--- src/logic/lsu_replay_pkg.sv ---
// ----------------------------------------------------------
// shared sizes and types of the lsu replay queue
// queue size is fixed at 8, and the hazard index union is
// built around it, so the size does not scale on its own
// ----------------------------------------------------------

package lsu_replay_pkg;

  localparam int RQ_SIZE       = 8;
  localparam int RQ_W          = 3;
  localparam int STQ_SIZE      = 8;
  localparam int MISS_SIZE     = 4;
  // four pipeline stages can still deliver hazards after almost-full rises
  localparam int RQ_ALMOST_LVL = RQ_SIZE - 4;

  typedef enum logic [1:0] {
    HAZ_STQ_WAIT,     // older stores pending
    HAZ_MISS_WAIT,    // miss entries not refilled
    HAZ_MISS_FULL,    // miss unit had no room
    HAZ_L1D_CONFLICT  // bank conflict, retry at once
  } haz_typ_e;

  // one hazard word, read by kind
  typedef union packed {
    logic [STQ_SIZE-1:0] stq_mask;
    struct packed {
      logic [STQ_SIZE-MISS_SIZE-1:0] unused;
      logic [MISS_SIZE-1:0]          miss_mask;
    } miss;
  } haz_index_u;

  typedef struct packed {
    logic [31:0] inst;
    logic [39:0] paddr;
    logic [5:0]  rob_id;
    logic        is_uc;  // uncached access
  } replay_payload_t;

  typedef logic [RQ_W-1:0] rq_id_t;

endpackage

--- src/logic/replay_alloc_if.sv ---
// ----------------------------------------------------------
// slot allocation and release between allocator and array
// release ids always name an occupied slot
// ----------------------------------------------------------
`timescale 1ns/100ps

interface replay_alloc_if
  import lsu_replay_pkg::*;
();

  logic   alloc_valid;   // slot written on this edge
  rq_id_t alloc_id;
  logic   release_valid; // slot back to free list on this edge
  rq_id_t release_id;

  modport allocator (
    output alloc_valid, alloc_id,
    input  release_valid, release_id
  );

  modport array (
    input  alloc_valid, alloc_id,
    output release_valid, release_id
  );

endinterface

--- src/logic/replay_issue_if.sv ---
// ----------------------------------------------------------
// resolved slots and selected entry between array and arbiter
// sel_* fields are combinational reads at sel_id
// ----------------------------------------------------------
`timescale 1ns/100ps

interface replay_issue_if
  import lsu_replay_pkg::*;
();

  logic [RQ_SIZE-1:0] resolved_vec;  // live and (index zero or dead)
  logic [RQ_SIZE-1:0] dead_vec;
  replay_payload_t    sel_payload;
  haz_typ_e           sel_typ;
  haz_index_u         sel_index;
  rq_id_t             sel_id;
  logic               fire;          // selected slot leaves this edge

  modport array (
    output resolved_vec, dead_vec, sel_payload, sel_typ, sel_index,
    input  sel_id, fire
  );

  modport arbiter (
    input  resolved_vec, dead_vec, sel_payload, sel_typ, sel_index,
    output sel_id, fire
  );

endinterface

--- src/logic/replay_slot_alloc.sv ---
// ----------------------------------------------------------
// free-slot bitmap and occupancy counter of the replay queue
// hands out the lowest free slot, one accept per cycle
// released slots count as free one edge after release
// ----------------------------------------------------------
`timescale 1ns/100ps

module replay_slot_alloc
  import lsu_replay_pkg::*;
(
  input  logic               i_clk,
  input  logic               i_reset_n,
  input  logic               i_haz_valid,
  output logic               o_haz_ready,
  output logic               o_almost_full,
  replay_alloc_if.allocator  alloc
);

  logic [RQ_SIZE-1:0] r_free;   // 1 = slot free
  logic [RQ_W:0]      r_count;  // occupied slots
  rq_id_t             w_free_id;

  // lowest free slot
  always_comb begin
    w_free_id = '0;
    for (int i = RQ_SIZE - 1; i >= 0; i--) begin
      if (r_free[i]) begin
        w_free_id = rq_id_t'(i);
      end
    end
  end

  assign o_haz_ready     = r_count != (RQ_W+1)'(RQ_SIZE);
  assign o_almost_full   = r_count >= (RQ_W+1)'(RQ_ALMOST_LVL);
  assign alloc.alloc_valid = i_haz_valid & o_haz_ready;
  assign alloc.alloc_id    = w_free_id;

  always_ff @(posedge i_clk, negedge i_reset_n) begin
    if (!i_reset_n) begin
      r_free  <= '1;
      r_count <= '0;
    end else begin
      if (alloc.alloc_valid) begin
        r_free[alloc.alloc_id] <= 1'b0;
      end
      if (alloc.release_valid) begin
        r_free[alloc.release_id] <= 1'b1;  // never the slot just taken
      end
      case ({alloc.alloc_valid, alloc.release_valid})
        2'b10:   r_count <= r_count + 1'b1;
        2'b01:   r_count <= r_count - 1'b1;
        default: r_count <= r_count;
      endcase
    end
  end

endmodule

--- src/logic/replay_hazard_array.sv ---
// ----------------------------------------------------------
// per-slot hazard state and payload storage
// resolution inputs act on the edge after they are sampled
// a flush marks live slots dead, the new accept survives
// miss-wait entries get their unused index bits cleared
// ----------------------------------------------------------
`timescale 1ns/100ps

module replay_hazard_array
  import lsu_replay_pkg::*;
(
  input  logic                 i_clk,
  input  logic                 i_reset_n,
  input  haz_typ_e             i_haz_typ,
  input  haz_index_u           i_haz_index,
  input  replay_payload_t      i_haz_payload,
  input  logic [STQ_SIZE-1:0]  i_stq_resolve_mask,
  input  logic                 i_miss_resolve_valid,
  input  logic [MISS_SIZE-1:0] i_miss_resolve_oh,
  input  logic                 i_miss_full,
  input  logic                 i_flush,
  replay_alloc_if.array        alloc,
  replay_issue_if.array        issue
);

  logic [RQ_SIZE-1:0] r_valid;
  logic [RQ_SIZE-1:0] r_dead;
  haz_typ_e           r_typ     [RQ_SIZE];
  haz_index_u         r_index   [RQ_SIZE];
  replay_payload_t    r_payload [RQ_SIZE];
  haz_index_u         w_new_index;
  logic               r_release_valid;
  rq_id_t             r_release_id;

  // index as written at accept
  always_comb begin
    w_new_index = i_haz_index;
    case (i_haz_typ)
      HAZ_MISS_WAIT:    w_new_index.miss.unused = '0;
      HAZ_L1D_CONFLICT: w_new_index = '0;  // replays at once
      default:          w_new_index = i_haz_index;
    endcase
  end

  // ----------------------------------------------------------
  // slot state
  // ----------------------------------------------------------
  for (genvar q = 0; q < RQ_SIZE; q++) begin : g_slot
    logic w_alloc_hit;
    logic w_fire_hit;

    assign w_alloc_hit = alloc.alloc_valid & (alloc.alloc_id == rq_id_t'(q));
    assign w_fire_hit  = issue.fire & (issue.sel_id == rq_id_t'(q));

    always_ff @(posedge i_clk, negedge i_reset_n) begin
      if (!i_reset_n) begin
        r_valid[q] <= 1'b0;
        r_dead[q]  <= 1'b0;
        r_typ[q]   <= HAZ_STQ_WAIT;
        r_index[q] <= '0;
      end else if (w_alloc_hit) begin
        r_valid[q] <= 1'b1;
        r_dead[q]  <= 1'b0;
        r_typ[q]   <= i_haz_typ;
        r_index[q] <= w_new_index;
      end else if (w_fire_hit) begin
        r_valid[q] <= 1'b0;
      end else if (r_valid[q]) begin
        if (i_flush) begin
          r_dead[q] <= 1'b1;
        end
        // decode the index word by hazard kind
        case (r_typ[q])
          HAZ_STQ_WAIT:
            r_index[q].stq_mask <= r_index[q].stq_mask & ~i_stq_resolve_mask;
          HAZ_MISS_WAIT: begin
            if (i_miss_resolve_valid) begin
              r_index[q].miss.miss_mask <= r_index[q].miss.miss_mask & ~i_miss_resolve_oh;
            end
          end
          HAZ_MISS_FULL: begin
            if (!i_miss_full) begin
              r_index[q] <= '0;
            end
          end
          default: r_index[q] <= '0;
        endcase
      end
    end

    assign issue.resolved_vec[q] = r_valid[q] & ((r_index[q] == '0) | r_dead[q]);
    assign issue.dead_vec[q]     = r_valid[q] & r_dead[q];
  end

  // payload registers, written at accept
  always_ff @(posedge i_clk) begin
    if (alloc.alloc_valid) begin
      r_payload[alloc.alloc_id] <= i_haz_payload;
    end
  end

  assign issue.sel_payload = r_payload[issue.sel_id];
  assign issue.sel_typ     = r_typ[issue.sel_id];
  assign issue.sel_index   = r_index[issue.sel_id];

  // ----------------------------------------------------------
  // release, one cycle after fire
  // ----------------------------------------------------------
  always_ff @(posedge i_clk, negedge i_reset_n) begin
    if (!i_reset_n) begin
      r_release_valid <= 1'b0;
    end else begin
      r_release_valid <= issue.fire;
    end
  end

  always_ff @(posedge i_clk) begin
    if (issue.fire) begin
      r_release_id <= issue.sel_id;
    end
  end

  assign alloc.release_valid = r_release_valid;
  assign alloc.release_id    = r_release_id;

endmodule

--- src/logic/replay_issue_arb.sv ---
// ----------------------------------------------------------
// rotating pick of a resolved slot and replay request
// selection is held while the request waits for ready
// dead slots leave one per cycle without a request
// ----------------------------------------------------------
`timescale 1ns/100ps

module replay_issue_arb
  import lsu_replay_pkg::*;
(
  input  logic             i_clk,
  input  logic             i_reset_n,
  input  logic             i_req_ready,
  output logic             o_req_valid,
  output replay_payload_t  o_req_payload,
  output haz_typ_e         o_req_typ,
  replay_issue_if.arbiter  issue
);

  rq_id_t r_ptr;      // search starts here
  rq_id_t r_lock_id;
  logic   r_lock;     // request stalled last cycle
  rq_id_t w_pick_id;
  logic   w_sel_dead;

  // first resolved slot at or above the pointer, wrapping
  always_comb begin
    rq_id_t w_idx;
    w_pick_id = r_ptr;
    for (int i = RQ_SIZE - 1; i >= 0; i--) begin
      w_idx = r_ptr + rq_id_t'(i);
      if (issue.resolved_vec[w_idx]) begin
        w_pick_id = w_idx;
      end
    end
  end

  assign issue.sel_id = r_lock ? r_lock_id : w_pick_id;
  assign w_sel_dead   = issue.resolved_vec[issue.sel_id] & issue.dead_vec[issue.sel_id];
  assign o_req_valid  = issue.resolved_vec[issue.sel_id] & ~issue.dead_vec[issue.sel_id] &
                        (issue.sel_index == '0);
  assign issue.fire   = w_sel_dead | (o_req_valid & i_req_ready);

  assign o_req_payload = issue.sel_payload;
  assign o_req_typ     = issue.sel_typ;

  always_ff @(posedge i_clk, negedge i_reset_n) begin
    if (!i_reset_n) begin
      r_ptr     <= '0;
      r_lock    <= 1'b0;
      r_lock_id <= '0;
    end else begin
      r_lock    <= o_req_valid & ~i_req_ready;
      r_lock_id <= issue.sel_id;
      if (o_req_valid & i_req_ready) begin
        r_ptr <= rq_id_t'(issue.sel_id + 1'b1);  // past the issued slot
      end
    end
  end

endmodule

--- src/logic/lsu_replay_top.sv ---
// ----------------------------------------------------------
// lsu replay queue, 8 slots
// hazards enter by valid/ready, replays leave by valid/ready
// flush kills every parked entry, not the one accepted with it
// ----------------------------------------------------------
`timescale 1ns/100ps

module lsu_replay_top
  import lsu_replay_pkg::*;
(
  input  logic                 i_clk,
  input  logic                 i_reset_n,
  // hazard entry
  input  logic                 i_haz_valid,
  output logic                 o_haz_ready,
  input  haz_typ_e             i_haz_typ,
  input  haz_index_u           i_haz_index,
  input  replay_payload_t      i_haz_payload,
  // resolution and miss unit status
  input  logic [STQ_SIZE-1:0]  i_stq_resolve_mask,
  input  logic                 i_miss_resolve_valid,
  input  logic [MISS_SIZE-1:0] i_miss_resolve_oh,
  input  logic                 i_miss_full,
  input  logic                 i_flush,
  // replay request
  output logic                 o_req_valid,
  input  logic                 i_req_ready,
  output replay_payload_t      o_req_payload,
  output haz_typ_e             o_req_typ,
  output logic                 o_almost_full
);

  replay_alloc_if alloc_if_i ();
  replay_issue_if issue_if_i ();

  replay_slot_alloc slot_alloc_i (
    .i_clk         (i_clk),
    .i_reset_n     (i_reset_n),
    .i_haz_valid   (i_haz_valid),
    .o_haz_ready   (o_haz_ready),
    .o_almost_full (o_almost_full),
    .alloc         (alloc_if_i.allocator)
  );

  replay_hazard_array hazard_array_i (
    .i_clk                (i_clk),
    .i_reset_n            (i_reset_n),
    .i_haz_typ            (i_haz_typ),
    .i_haz_index          (i_haz_index),
    .i_haz_payload        (i_haz_payload),
    .i_stq_resolve_mask   (i_stq_resolve_mask),
    .i_miss_resolve_valid (i_miss_resolve_valid),
    .i_miss_resolve_oh    (i_miss_resolve_oh),
    .i_miss_full          (i_miss_full),
    .i_flush              (i_flush),
    .alloc                (alloc_if_i.array),
    .issue                (issue_if_i.array)
  );

  replay_issue_arb issue_arb_i (
    .i_clk         (i_clk),
    .i_reset_n     (i_reset_n),
    .i_req_ready   (i_req_ready),
    .o_req_valid   (o_req_valid),
    .o_req_payload (o_req_payload),
    .o_req_typ     (o_req_typ),
    .issue         (issue_if_i.arbiter)
  );

endmodule

--- config.mk ---
export PLATFORM = sky130hd
export DESIGN_NAME = lsu_replay_top
export DESIGN_NICKNAME = d
export VERILOG_FILES = /design/src/logic/lsu_replay_pkg.sv /design/src/logic/replay_alloc_if.sv /design/src/logic/replay_issue_if.sv /design/src/logic/replay_slot_alloc.sv /design/src/logic/replay_hazard_array.sv /design/src/logic/replay_issue_arb.sv /design/src/logic/lsu_replay_top.sv
export SDC_FILE = /design/constraint.sdc
export NUM_CORES = 1
export LEC_CHECK = 0
export BUFFER_PORTS_ARGS = -buffer_cell sky130_fd_sc_hd__buf_2
export CAP_MARGIN = 30
export CORE_ASPECT_RATIO = 1.1
export CORE_MARGIN = 3
export CORE_UTILIZATION = 45
export CTS_CLUSTER_DIAMETER = 100
export CTS_CLUSTER_SIZE = 40
export DETAILED_ROUTE_END_ITERATION = 16
export PLACE_DENSITY = 0.73
export REMOVE_ABC_BUFFERS = 1
export SETUP_SLACK_MARGIN = 0.05
export SLEW_MARGIN = 20
export SYNTH_ARGS = -nofsm -noshare
export SYNTH_HDL_FRONTEND = slang
export SYNTH_HIERARCHICAL = 1
export SYNTH_SLANG_ARGS = --single-unit
--- constraint.sdc ---
create_clock -name i_clk -period 8.5 [get_ports i_clk]
set_clock_uncertainty 0.2 [all_clocks]
set_input_delay 0.425 -clock i_clk [delete_from_list [all_inputs] [get_ports i_clk]]
set_output_delay 0.425 -clock i_clk [all_outputs]
set_load 0.02 [all_outputs]
==> summary.md, run 1 <==
| Metric | Value |
|---|---|
| Worst path cell trace | `clkinv_1 > ha_1 > mux2i_1 > mux4_2 > a32oi_1 > a31oi_2 > nand3_4 > buf_4 > buf_4 > mux4_1 > mux2_2 > buf_2` |
| Most used flip-flop cell after synthesis | `sky130_fd_sc_hd__edfxtp_1` |
| Dpl cells | `2785` |
| Die Height | `288 microns` |
| Wire length of the first global-routing pass | `114000 microns` |
| Final weighted congestion of routability-driven global placement | `0.889` |
| Type of the setup path with the least slack | `flip-flop to output pin` |
| TritonCTS clock tree | `done` |
| Required @ worst endpoint | `7.88 ns` |
| Final std cells w/o fill | `2921` |
| CP Buf/Inv Count | `4` |
| Largest stage delay, worst path | `0.77 ns` |
| Routed wire per std cell | `25.5 microns` |
| FP Rows | `102` |
| Detailed-route via count | `17603` |
| Number of enable flip-flop cells after synthesis | `635` |
| Average footprint of a synthesized cell | `17.9 sq um` |
| RSZ-0062 raised after global routing | `false` |
| Worst max-slew margin expressed relative to the limit | `0.395` |
| Synth cell types | `79` |
| Depth of the CTS H-tree | `1` |
| Crit path max-delay cell type | `sky130_fd_sc_hd__dfrtp_1` |
| Horiz. Die Dim | `262 microns` |
| Pin count of the biggest net entering global routing | `142` |
| Share of flip-flops with an asynchronous set or reset | `0.154` |
| Final nets | `2080` |
| Number of DRC markers after the initial detailed-route iteration | `1615` |
| Share of synthesized area occupied by flip-flops and latches | `0.676` |
| DRC violation count after routing | `0` |
| Final period demand of the worst path | `7.68 ns` |
| All-Layer GR Usage | `0.195` |
| Run status | `finished, final reports clean` |
| Number of stages on the worst setup path | `12` |
| #FFs+latches synth | `751` |
| Max frequency | `130 MHz` |
| CP Data Arrival Time | `7.05 ns` |
| Setup crit end kind | `output pin` |
| Startpoint kind of the worst setup timing path | `flip-flop` |
| Crit Reg-Reg Endpoint | `hazard_array_i/r_index[41]` |
| Clock slew seen by the registers of the worst setup and hold paths | `0.13 ns` |
| Slew at the pin with the worst max-slew slack | `0.907 ns` |
| Via count of the first global-routing pass | `18400` |
| Clock Sink Count | `751` |
| Gate family responsible for the most delay along the worst path | `buffers and inverters` |
| Post-CTS setup buffers | `0` |
| Latest clock arrival within the worst-skew pair | `0.64 ns` |
| Std-Cell Core Area | `0.0710 sq mm` |
| Initial core utilization | `0.458` |
| DR pass1 iterations | `6` |
| Classification of the worst-slack hold path | `input pin to flip-flop` |
| Maximum buffer depth of the clock tree | `3` |
| Synthesized netlist cell count | `1813` |
| Biggest area consumer among synthesized cells | `sky130_fd_sc_hd__edfxtp_1` |
| Post-detail-place hpwl | `45200 microns` |
| Setup violators final | `0` |
| Buffers added on ports | `191` |
| Number of pins exceeding their max-slew limit in the final report | `0` |
| Largest fanout on the critical path | `46` |
| Worst setup path endpoint | `o_req_payload[21]` |
| Source of the worst register-to-register timing path | `issue_arb_i/r_ptr[1]` |
| Ports placed on the boundary | `192` |
| Total Routed Length | `74600 microns` |
| Number of buffers added by the clock tree synthesis step | `28` |
| Netlist area before placement | `0.0325 sq mm` |
| Syn-to-layout area delta | `9.62%` |
| Most numerous cell on the critical path | `sky130_fd_sc_hd__buf_4` |
| Max-cap violations | `0` |
| Post-layout util | `0.503` |
| Final hold violation count | `0` |
| Clock Tree Root | `sky130_fd_sc_hd__clkbuf_16` |
| Number of nets still failing antenna checks after routing | `0` |
| Sum of overflow across all layers after global routing | `0` |
| DIE AREA | `0.0756 sq mm` |
| R2R cell count | `17` |
| Antenna diode count | `0` |
| Via density per instance | `6.03` |
| First element of the critical path | `issue_arb_i/r_ptr[1]` |
| Flop2flop setup slack | `0.92 ns` |
| Initial antenna violation count | `1` |
| Warnings, synthesis | `6` |
| Largest cells by area after synthesis | `sky130_fd_sc_hd__edfxtp_1, sky130_fd_sc_hd__mux4_2, sky130_fd_sc_hd__dfrtp_1` |
| Share of the synthesized area in the top cell type | `0.586` |
| Fin crit share | `0.903` |
| Layout cells sized above 1 | `0.266` |
worst min path at each step:
stage                                                     to  depth (start not counted)  slack (ns)               startpoint
final                             hazard_array_i/r_index[28]                          4        0.12    i_stq_resolve_mask[4]
after global routing              hazard_array_i/r_index[61]                          4         0.1    i_stq_resolve_mask[5]
after CTS                         hazard_array_i/r_index[28]                          4        0.07    i_stq_resolve_mask[4]
after detailed placement             slot_alloc_i/r_count[3]                          1        0.28  slot_alloc_i/r_count[3]
after global placement               slot_alloc_i/r_count[3]                          1        0.27  slot_alloc_i/r_count[3]
after floorplan           hazard_array_i/alloc.release_valid                          0       -0.07                i_reset_n
sequential cells by signal, indices dropped and copies added (netlist names):
name,flops
hazard_array_i/alloc.release_id,3
hazard_array_i/r_dead,8
hazard_array_i/r_index,64
hazard_array_i/alloc.release_valid,1
issue_arb_i/r_ptr,3
hazard_array_i/r_payload,632
issue_arb_i/r_lock_id,3
hazard_array_i/r_valid,8
slot_alloc_i/r_free,8
hazard_array_i/r_typ,16
issue_arb_i/r_lock,1
slot_alloc_i/r_count,4
what timing repair did:
action / in CTS / in global routing
setup endpoints to repair: 0 / 0
hold endpoints to repair: 709 / 0
resized for setup: 0 / 0
hold buffers: 85 / 0
kinds of logic (layout without fill, tap and decap cells):
group | Yosys count | after routing | synth area share
adder cells (fa/ha/maj) | 6 | 6 | 0.00254
multiplexers | 297 | 297 | 0.176
AND/OR/NAND/NOR | 254 | 254 | 0.0437
AO/OA/AOI/OAI | 297 | 297 | 0.0603
flip-flops | 751 | 751 | 0.676
XOR/XNOR | 8 | 8 | 0.00215
buffers and inverters | 200 | 372 | 0.0394
cell type report:
type	count	area, sq um
Tap cell	936	1170
Fill cell	5822	35300
Multi-Input combinational cell	862	9300
Clock buffer	30	708
Inverter	24	110
Clock inverter	19	339
Timing Repair Buffer	299	2050
Sequential cell	751	22000
cells in the mapped netlist, drive strengths merged (11+ instances only):
cell,n
nor4,19
clkbuf,45
o21ai,112
a2111oi,33
nor2b,49
dfrtp,108
inv,17
nand3,19
o211ai,36
a21oi,47
o31ai,12
edfxtp,635
mux2,94
nand2,73
and2,11
mux2i,11
buf,131
nor2,23
mux4,192
stage by stage:
stage	worst slack, ns	hold WS, ns	area (sq um)	TNS (ns)
2_1_floorplan	-6.58	-0.0706	31300	-962.93
3_3_place_gp	1.13	0.270	33700	0
3_5_place_dp	0.838	0.278	33700	0
4_1_cts	0.726	0.0678	35600	0
5_1_grt	0.300	0.0982	35700	0
6_report	0.820	0.121	35700	0
layer usage:
layer	up-vias	GRT usage	routed length (microns)
met5	-	0	13
met4	2	0.0514	2140
met3	136	0.0222	4190
met2	666	0.341	37800
met1	9201	0.261	30500
li1	7598	-	-
worst register-to-register path: stages (launching register included):
cell,delay [ns]
sky130_fd_sc_hd__dfrtp_1,0.77
sky130_fd_sc_hd__clkinv_1,0.42
sky130_fd_sc_hd__ha_1,0.75
sky130_fd_sc_hd__mux2i_1,0.25
sky130_fd_sc_hd__mux4_2,0.53
sky130_fd_sc_hd__a32o_1,0.31
sky130_fd_sc_hd__o311ai_4,0.52
sky130_fd_sc_hd__nand3_4,0.43
sky130_fd_sc_hd__mux4_2,0.60
sky130_fd_sc_hd__mux2_2,0.27
sky130_fd_sc_hd__nor4_1,0.50
sky130_fd_sc_hd__nand3_1,0.22
sky130_fd_sc_hd__a21boi_0,0.23
sky130_fd_sc_hd__mux2_2,0.35
sky130_fd_sc_hd__or4bb_1,0.62
sky130_fd_sc_hd__a41oi_2,0.30
sky130_fd_sc_hd__o21ai_0,0.15
sky130_fd_sc_hd__o21ai_0,0.10
layout by cell type (no fill, tap or decap), types with 10 or more instances in the layout:
cell type	count
sky130_fd_sc_hd__a2111oi_0	33
sky130_fd_sc_hd__a21oi_1	47
sky130_fd_sc_hd__and2_1	11
sky130_fd_sc_hd__buf_2	190
sky130_fd_sc_hd__buf_4	20
sky130_fd_sc_hd__clkbuf_16	28
sky130_fd_sc_hd__dfrtp_1	108
sky130_fd_sc_hd__dlygate4sd3_1	85
sky130_fd_sc_hd__edfxtp_1	635
sky130_fd_sc_hd__inv_1	15
sky130_fd_sc_hd__mux2_2	93
sky130_fd_sc_hd__mux2i_1	10
sky130_fd_sc_hd__mux4_1	63
sky130_fd_sc_hd__mux4_2	129
sky130_fd_sc_hd__nand2_1	72
sky130_fd_sc_hd__nand3_1	14
sky130_fd_sc_hd__nand4_1	10
sky130_fd_sc_hd__nor2_1	22
sky130_fd_sc_hd__nor2b_1	49
sky130_fd_sc_hd__nor4_1	18
sky130_fd_sc_hd__o211ai_1	36
sky130_fd_sc_hd__o21ai_0	105
sky130_fd_sc_hd__o31ai_1	12
Power of run 1 is not shown: default switching activity piles up to over one toggle a cycle in this logic, so the estimate is an artifact.
==> inputs of run 2 (changes only) <==
--- a/config.mk
+++ b/config.mk
@@ -9,11 +9,11 @@
 export CAP_MARGIN = 30
 export CORE_ASPECT_RATIO = 1.1
 export CORE_MARGIN = 3
-export CORE_UTILIZATION = 45
+export CORE_UTILIZATION = 35
 export CTS_CLUSTER_DIAMETER = 100
 export CTS_CLUSTER_SIZE = 40
 export DETAILED_ROUTE_END_ITERATION = 16
-export PLACE_DENSITY = 0.73
+export PLACE_DENSITY = 0.62
 export REMOVE_ABC_BUFFERS = 1
 export SETUP_SLACK_MARGIN = 0.05
 export SLEW_MARGIN = 20
==> summary.md, run 2 (synthesis gave the netlist of run 1 again) <==
| Metric | Value |
|---|---|
| Run status | `finished, final reports clean` |
| RSZ-0062 raised after global routing | `false` |
| R2R cell count | `17 (unchanged)` |
| Post-CTS setup buffers | `0 (unchanged)` |
| Total Routed Length | `78400 microns (+5.1%)` |
| Clock Sink Count | `751 (unchanged)` |
| Number of DRC markers after the initial detailed-route iteration | `1360 (-16%)` |
| Number of pins exceeding their max-slew limit in the final report | `0 (unchanged)` |
| Slew at the pin with the worst max-slew slack | `0.975 ns (+0.0678 ns)` |
| Via density per instance | `5.42 (-10%)` |
| Clock slew seen by the registers of the worst setup and hold paths | `0.13 ns (about the same)` |
| Sink of the worst hold path | `hazard_array_i/r_index[53]` |
| Final period demand of the worst path | `7.74 ns (+0.0601 ns)` |
| Leading cell type in the layout, fill and taps excluded | `sky130_fd_sc_hd__edfxtp_1` |
| Pin count of the biggest net entering global routing | `78 (-45%)` |
| Final weighted congestion of routability-driven global placement | `0.913 (+2.8%)` |
| DR pass1 iterations | `5 (-1)` |
| Worst slack, placed | `0.994 ns (+0.156 ns)` |
| All-Layer GR Usage | `0.159 (-0.0357)` |
| Horiz. Die Dim | `297 microns (+13%)` |
| Depth of the CTS H-tree | `1 (unchanged)` |
| Syn-to-layout area delta | `10.7%` |
| HP Start | `i_stq_resolve_mask[5]` |
| Detailed-route via count | `17495 (-0.61%)` |
| Register with the most flip-flops | `hazard_array_i/r_payload` |
| Largest registers | `hazard_array_i/r_payload: 632 flops, hazard_array_i/r_index: 64 flops, hazard_array_i/r_typ: 16 flops` |
| Setup violators final | `0 (unchanged)` |
| Final nets | `2083 (+0.14%)` |
| WHS Path Cells | `4 (unchanged)` |
| Max frequency | `129 MHz (-0.78%)` |
| DIE AREA | `0.0966 sq mm (+28%)` |
| Source of the worst register-to-register timing path | `issue_arb_i/r_ptr[1]` |
| Classification of the worst-slack hold path | `input pin to flip-flop` |
| Startpoint kind of the worst setup timing path | `flip-flop` |
| Wire length of the first global-routing pass | `117000 microns (+2.8%)` |
| Top library cells by usage in the layout, fill and taps aside | `sky130_fd_sc_hd__edfxtp_1, sky130_fd_sc_hd__buf_2, sky130_fd_sc_hd__mux4_2` |
| Post-detail-place hpwl | `47700 microns (+5.5%)` |
| Fin crit share | `0.911 (+0.00707)` |
| Flip-flop count of the largest register, all copies and words added | `632 (unchanged)` |
| TritonCTS clock tree | `done` |
| Worst hold slack across all endpoints | `0.0719 ns (-0.0491 ns)` |
| Type of the setup path with the least slack | `flip-flop to output pin` |
| Std-Cell Core Area | `0.0916 sq mm (+29%)` |
| Maximum buffer depth of the clock tree | `3 (unchanged)` |
| Worst setup margin | `0.760 ns (-0.0601 ns)` |
| Flop2flop setup slack | `1.00 ns (+0.08 ns)` |
| Initial antenna violation count | `5 (+4)` |
| Largest fanout on the critical path | `58 (+26%)` |
| Initial core utilization | `0.355 (-0.103)` |
| Layout cells sized above 1 | `0.268 (+0.00151)` |
| FP Rows | `116 (+14%)` |
| Sum of overflow across all layers after global routing | `0 (unchanged)` |
| Worst max-slew margin expressed relative to the limit | `0.350 (-0.0452)` |
| Number of buffers added by the clock tree synthesis step | `29 (+3.6%)` |
| Die Height | `326 microns (+13%)` |
| Buffers added on ports | `191 (unchanged)` |
| DRC violation count after routing | `0 (unchanged)` |
| Required @ worst endpoint | `7.88 ns (about the same)` |
| Latest clock arrival within the worst-skew pair | `0.67 ns (+0.03 ns)` |
| Routed wire per std cell | `24.3 microns (-4.9%)` |
| Number of nets still failing antenna checks after routing | `0 (unchanged)` |
| Max-cap violations | `0 (unchanged)` |
| Final hold violation count | `0 (unchanged)` |
| Setup crit end kind | `output pin` |
| Ports placed on the boundary | `192 (unchanged)` |
| Post-layout util | `0.393 (-0.109)` |
| Via count of the first global-routing pass | `18088 (-1.7%)` |
| CP Data Arrival Time | `7.11 ns (+0.06 ns)` |
| Crit Reg-Reg Endpoint | `hazard_array_i/r_index[42]` |
| Clock Tree Root | `sky130_fd_sc_hd__clkbuf_16` |
-- run 2: worst max path at each step --
stage	start	endpoint	slack, ns	cells past startpoint
floorplan	issue_arb_i/r_ptr[0]	hazard_array_i/r_index[0]	-6.58	17
global placement	issue_arb_i/r_ptr[1]	hazard_array_i/r_index[40]	1.18	17
detailed placement	issue_arb_i/r_ptr[1]	hazard_array_i/r_index[40]	0.99	17
CTS	issue_arb_i/r_ptr[1]	o_req_payload[54]	0.66	13
global route	issue_arb_i/r_ptr[0]	o_req_payload[65]	0.21	13
finish	issue_arb_i/r_ptr[1]	o_req_payload[53]	0.76	13
-- run 2: layout make-up --
type                    instances  area (sq um)
fillers                      8271         55600
flip-flops and latches        751         22000
multi-input cells             862          9300
repair buffers                301          2010
well taps                    1239          1550
clock buffers                  30           751
clock inverters                17           315
inverters                      24           110
diodes                          4          10.0
-- run 2: through the flow --
stage	instances	TNS, ns	cell area [sq um]
6_report	3228	0	36000
5_1_grt	3226	0	36000
4_1_cts	3224	0	36000
3_5_place_dp	3092	0	34100
3_3_place_gp	3091	0	34100
2_1_floorplan	1637	-962.93	31300
-- run 2: repair_timing --
item                      CTS  global route
hold buffers               85             0
gates resized for setup     0             0
hold endpoints to repair  696             0
-- run 2: worst max-delay path, stage by stage (launching register included) --
cell and delay, ns:
sky130_fd_sc_hd__dfrtp_1 0.76, sky130_fd_sc_hd__clkinv_1 0.41, sky130_fd_sc_hd__ha_1 0.74, sky130_fd_sc_hd__mux2i_1 0.39
sky130_fd_sc_hd__mux4_2 0.36, sky130_fd_sc_hd__nand2b_1 0.09, sky130_fd_sc_hd__a41oi_1 0.27, sky130_fd_sc_hd__a41oi_1 0.35
sky130_fd_sc_hd__nor2_4 0.66, sky130_fd_sc_hd__buf_4 0.71, sky130_fd_sc_hd__buf_4 0.77, sky130_fd_sc_hd__mux4_2 0.41
sky130_fd_sc_hd__mux2_2 0.30, sky130_fd_sc_hd__buf_2 0.17
-- run 2: layer usage --
layer,global-route usage,wire length [microns]
met5,0,13
met1,0.209,32000
met4,0.0428,2240
met2,0.276,40100
met3,0.0227,4140
Power of run 2 is left out for the same reason.
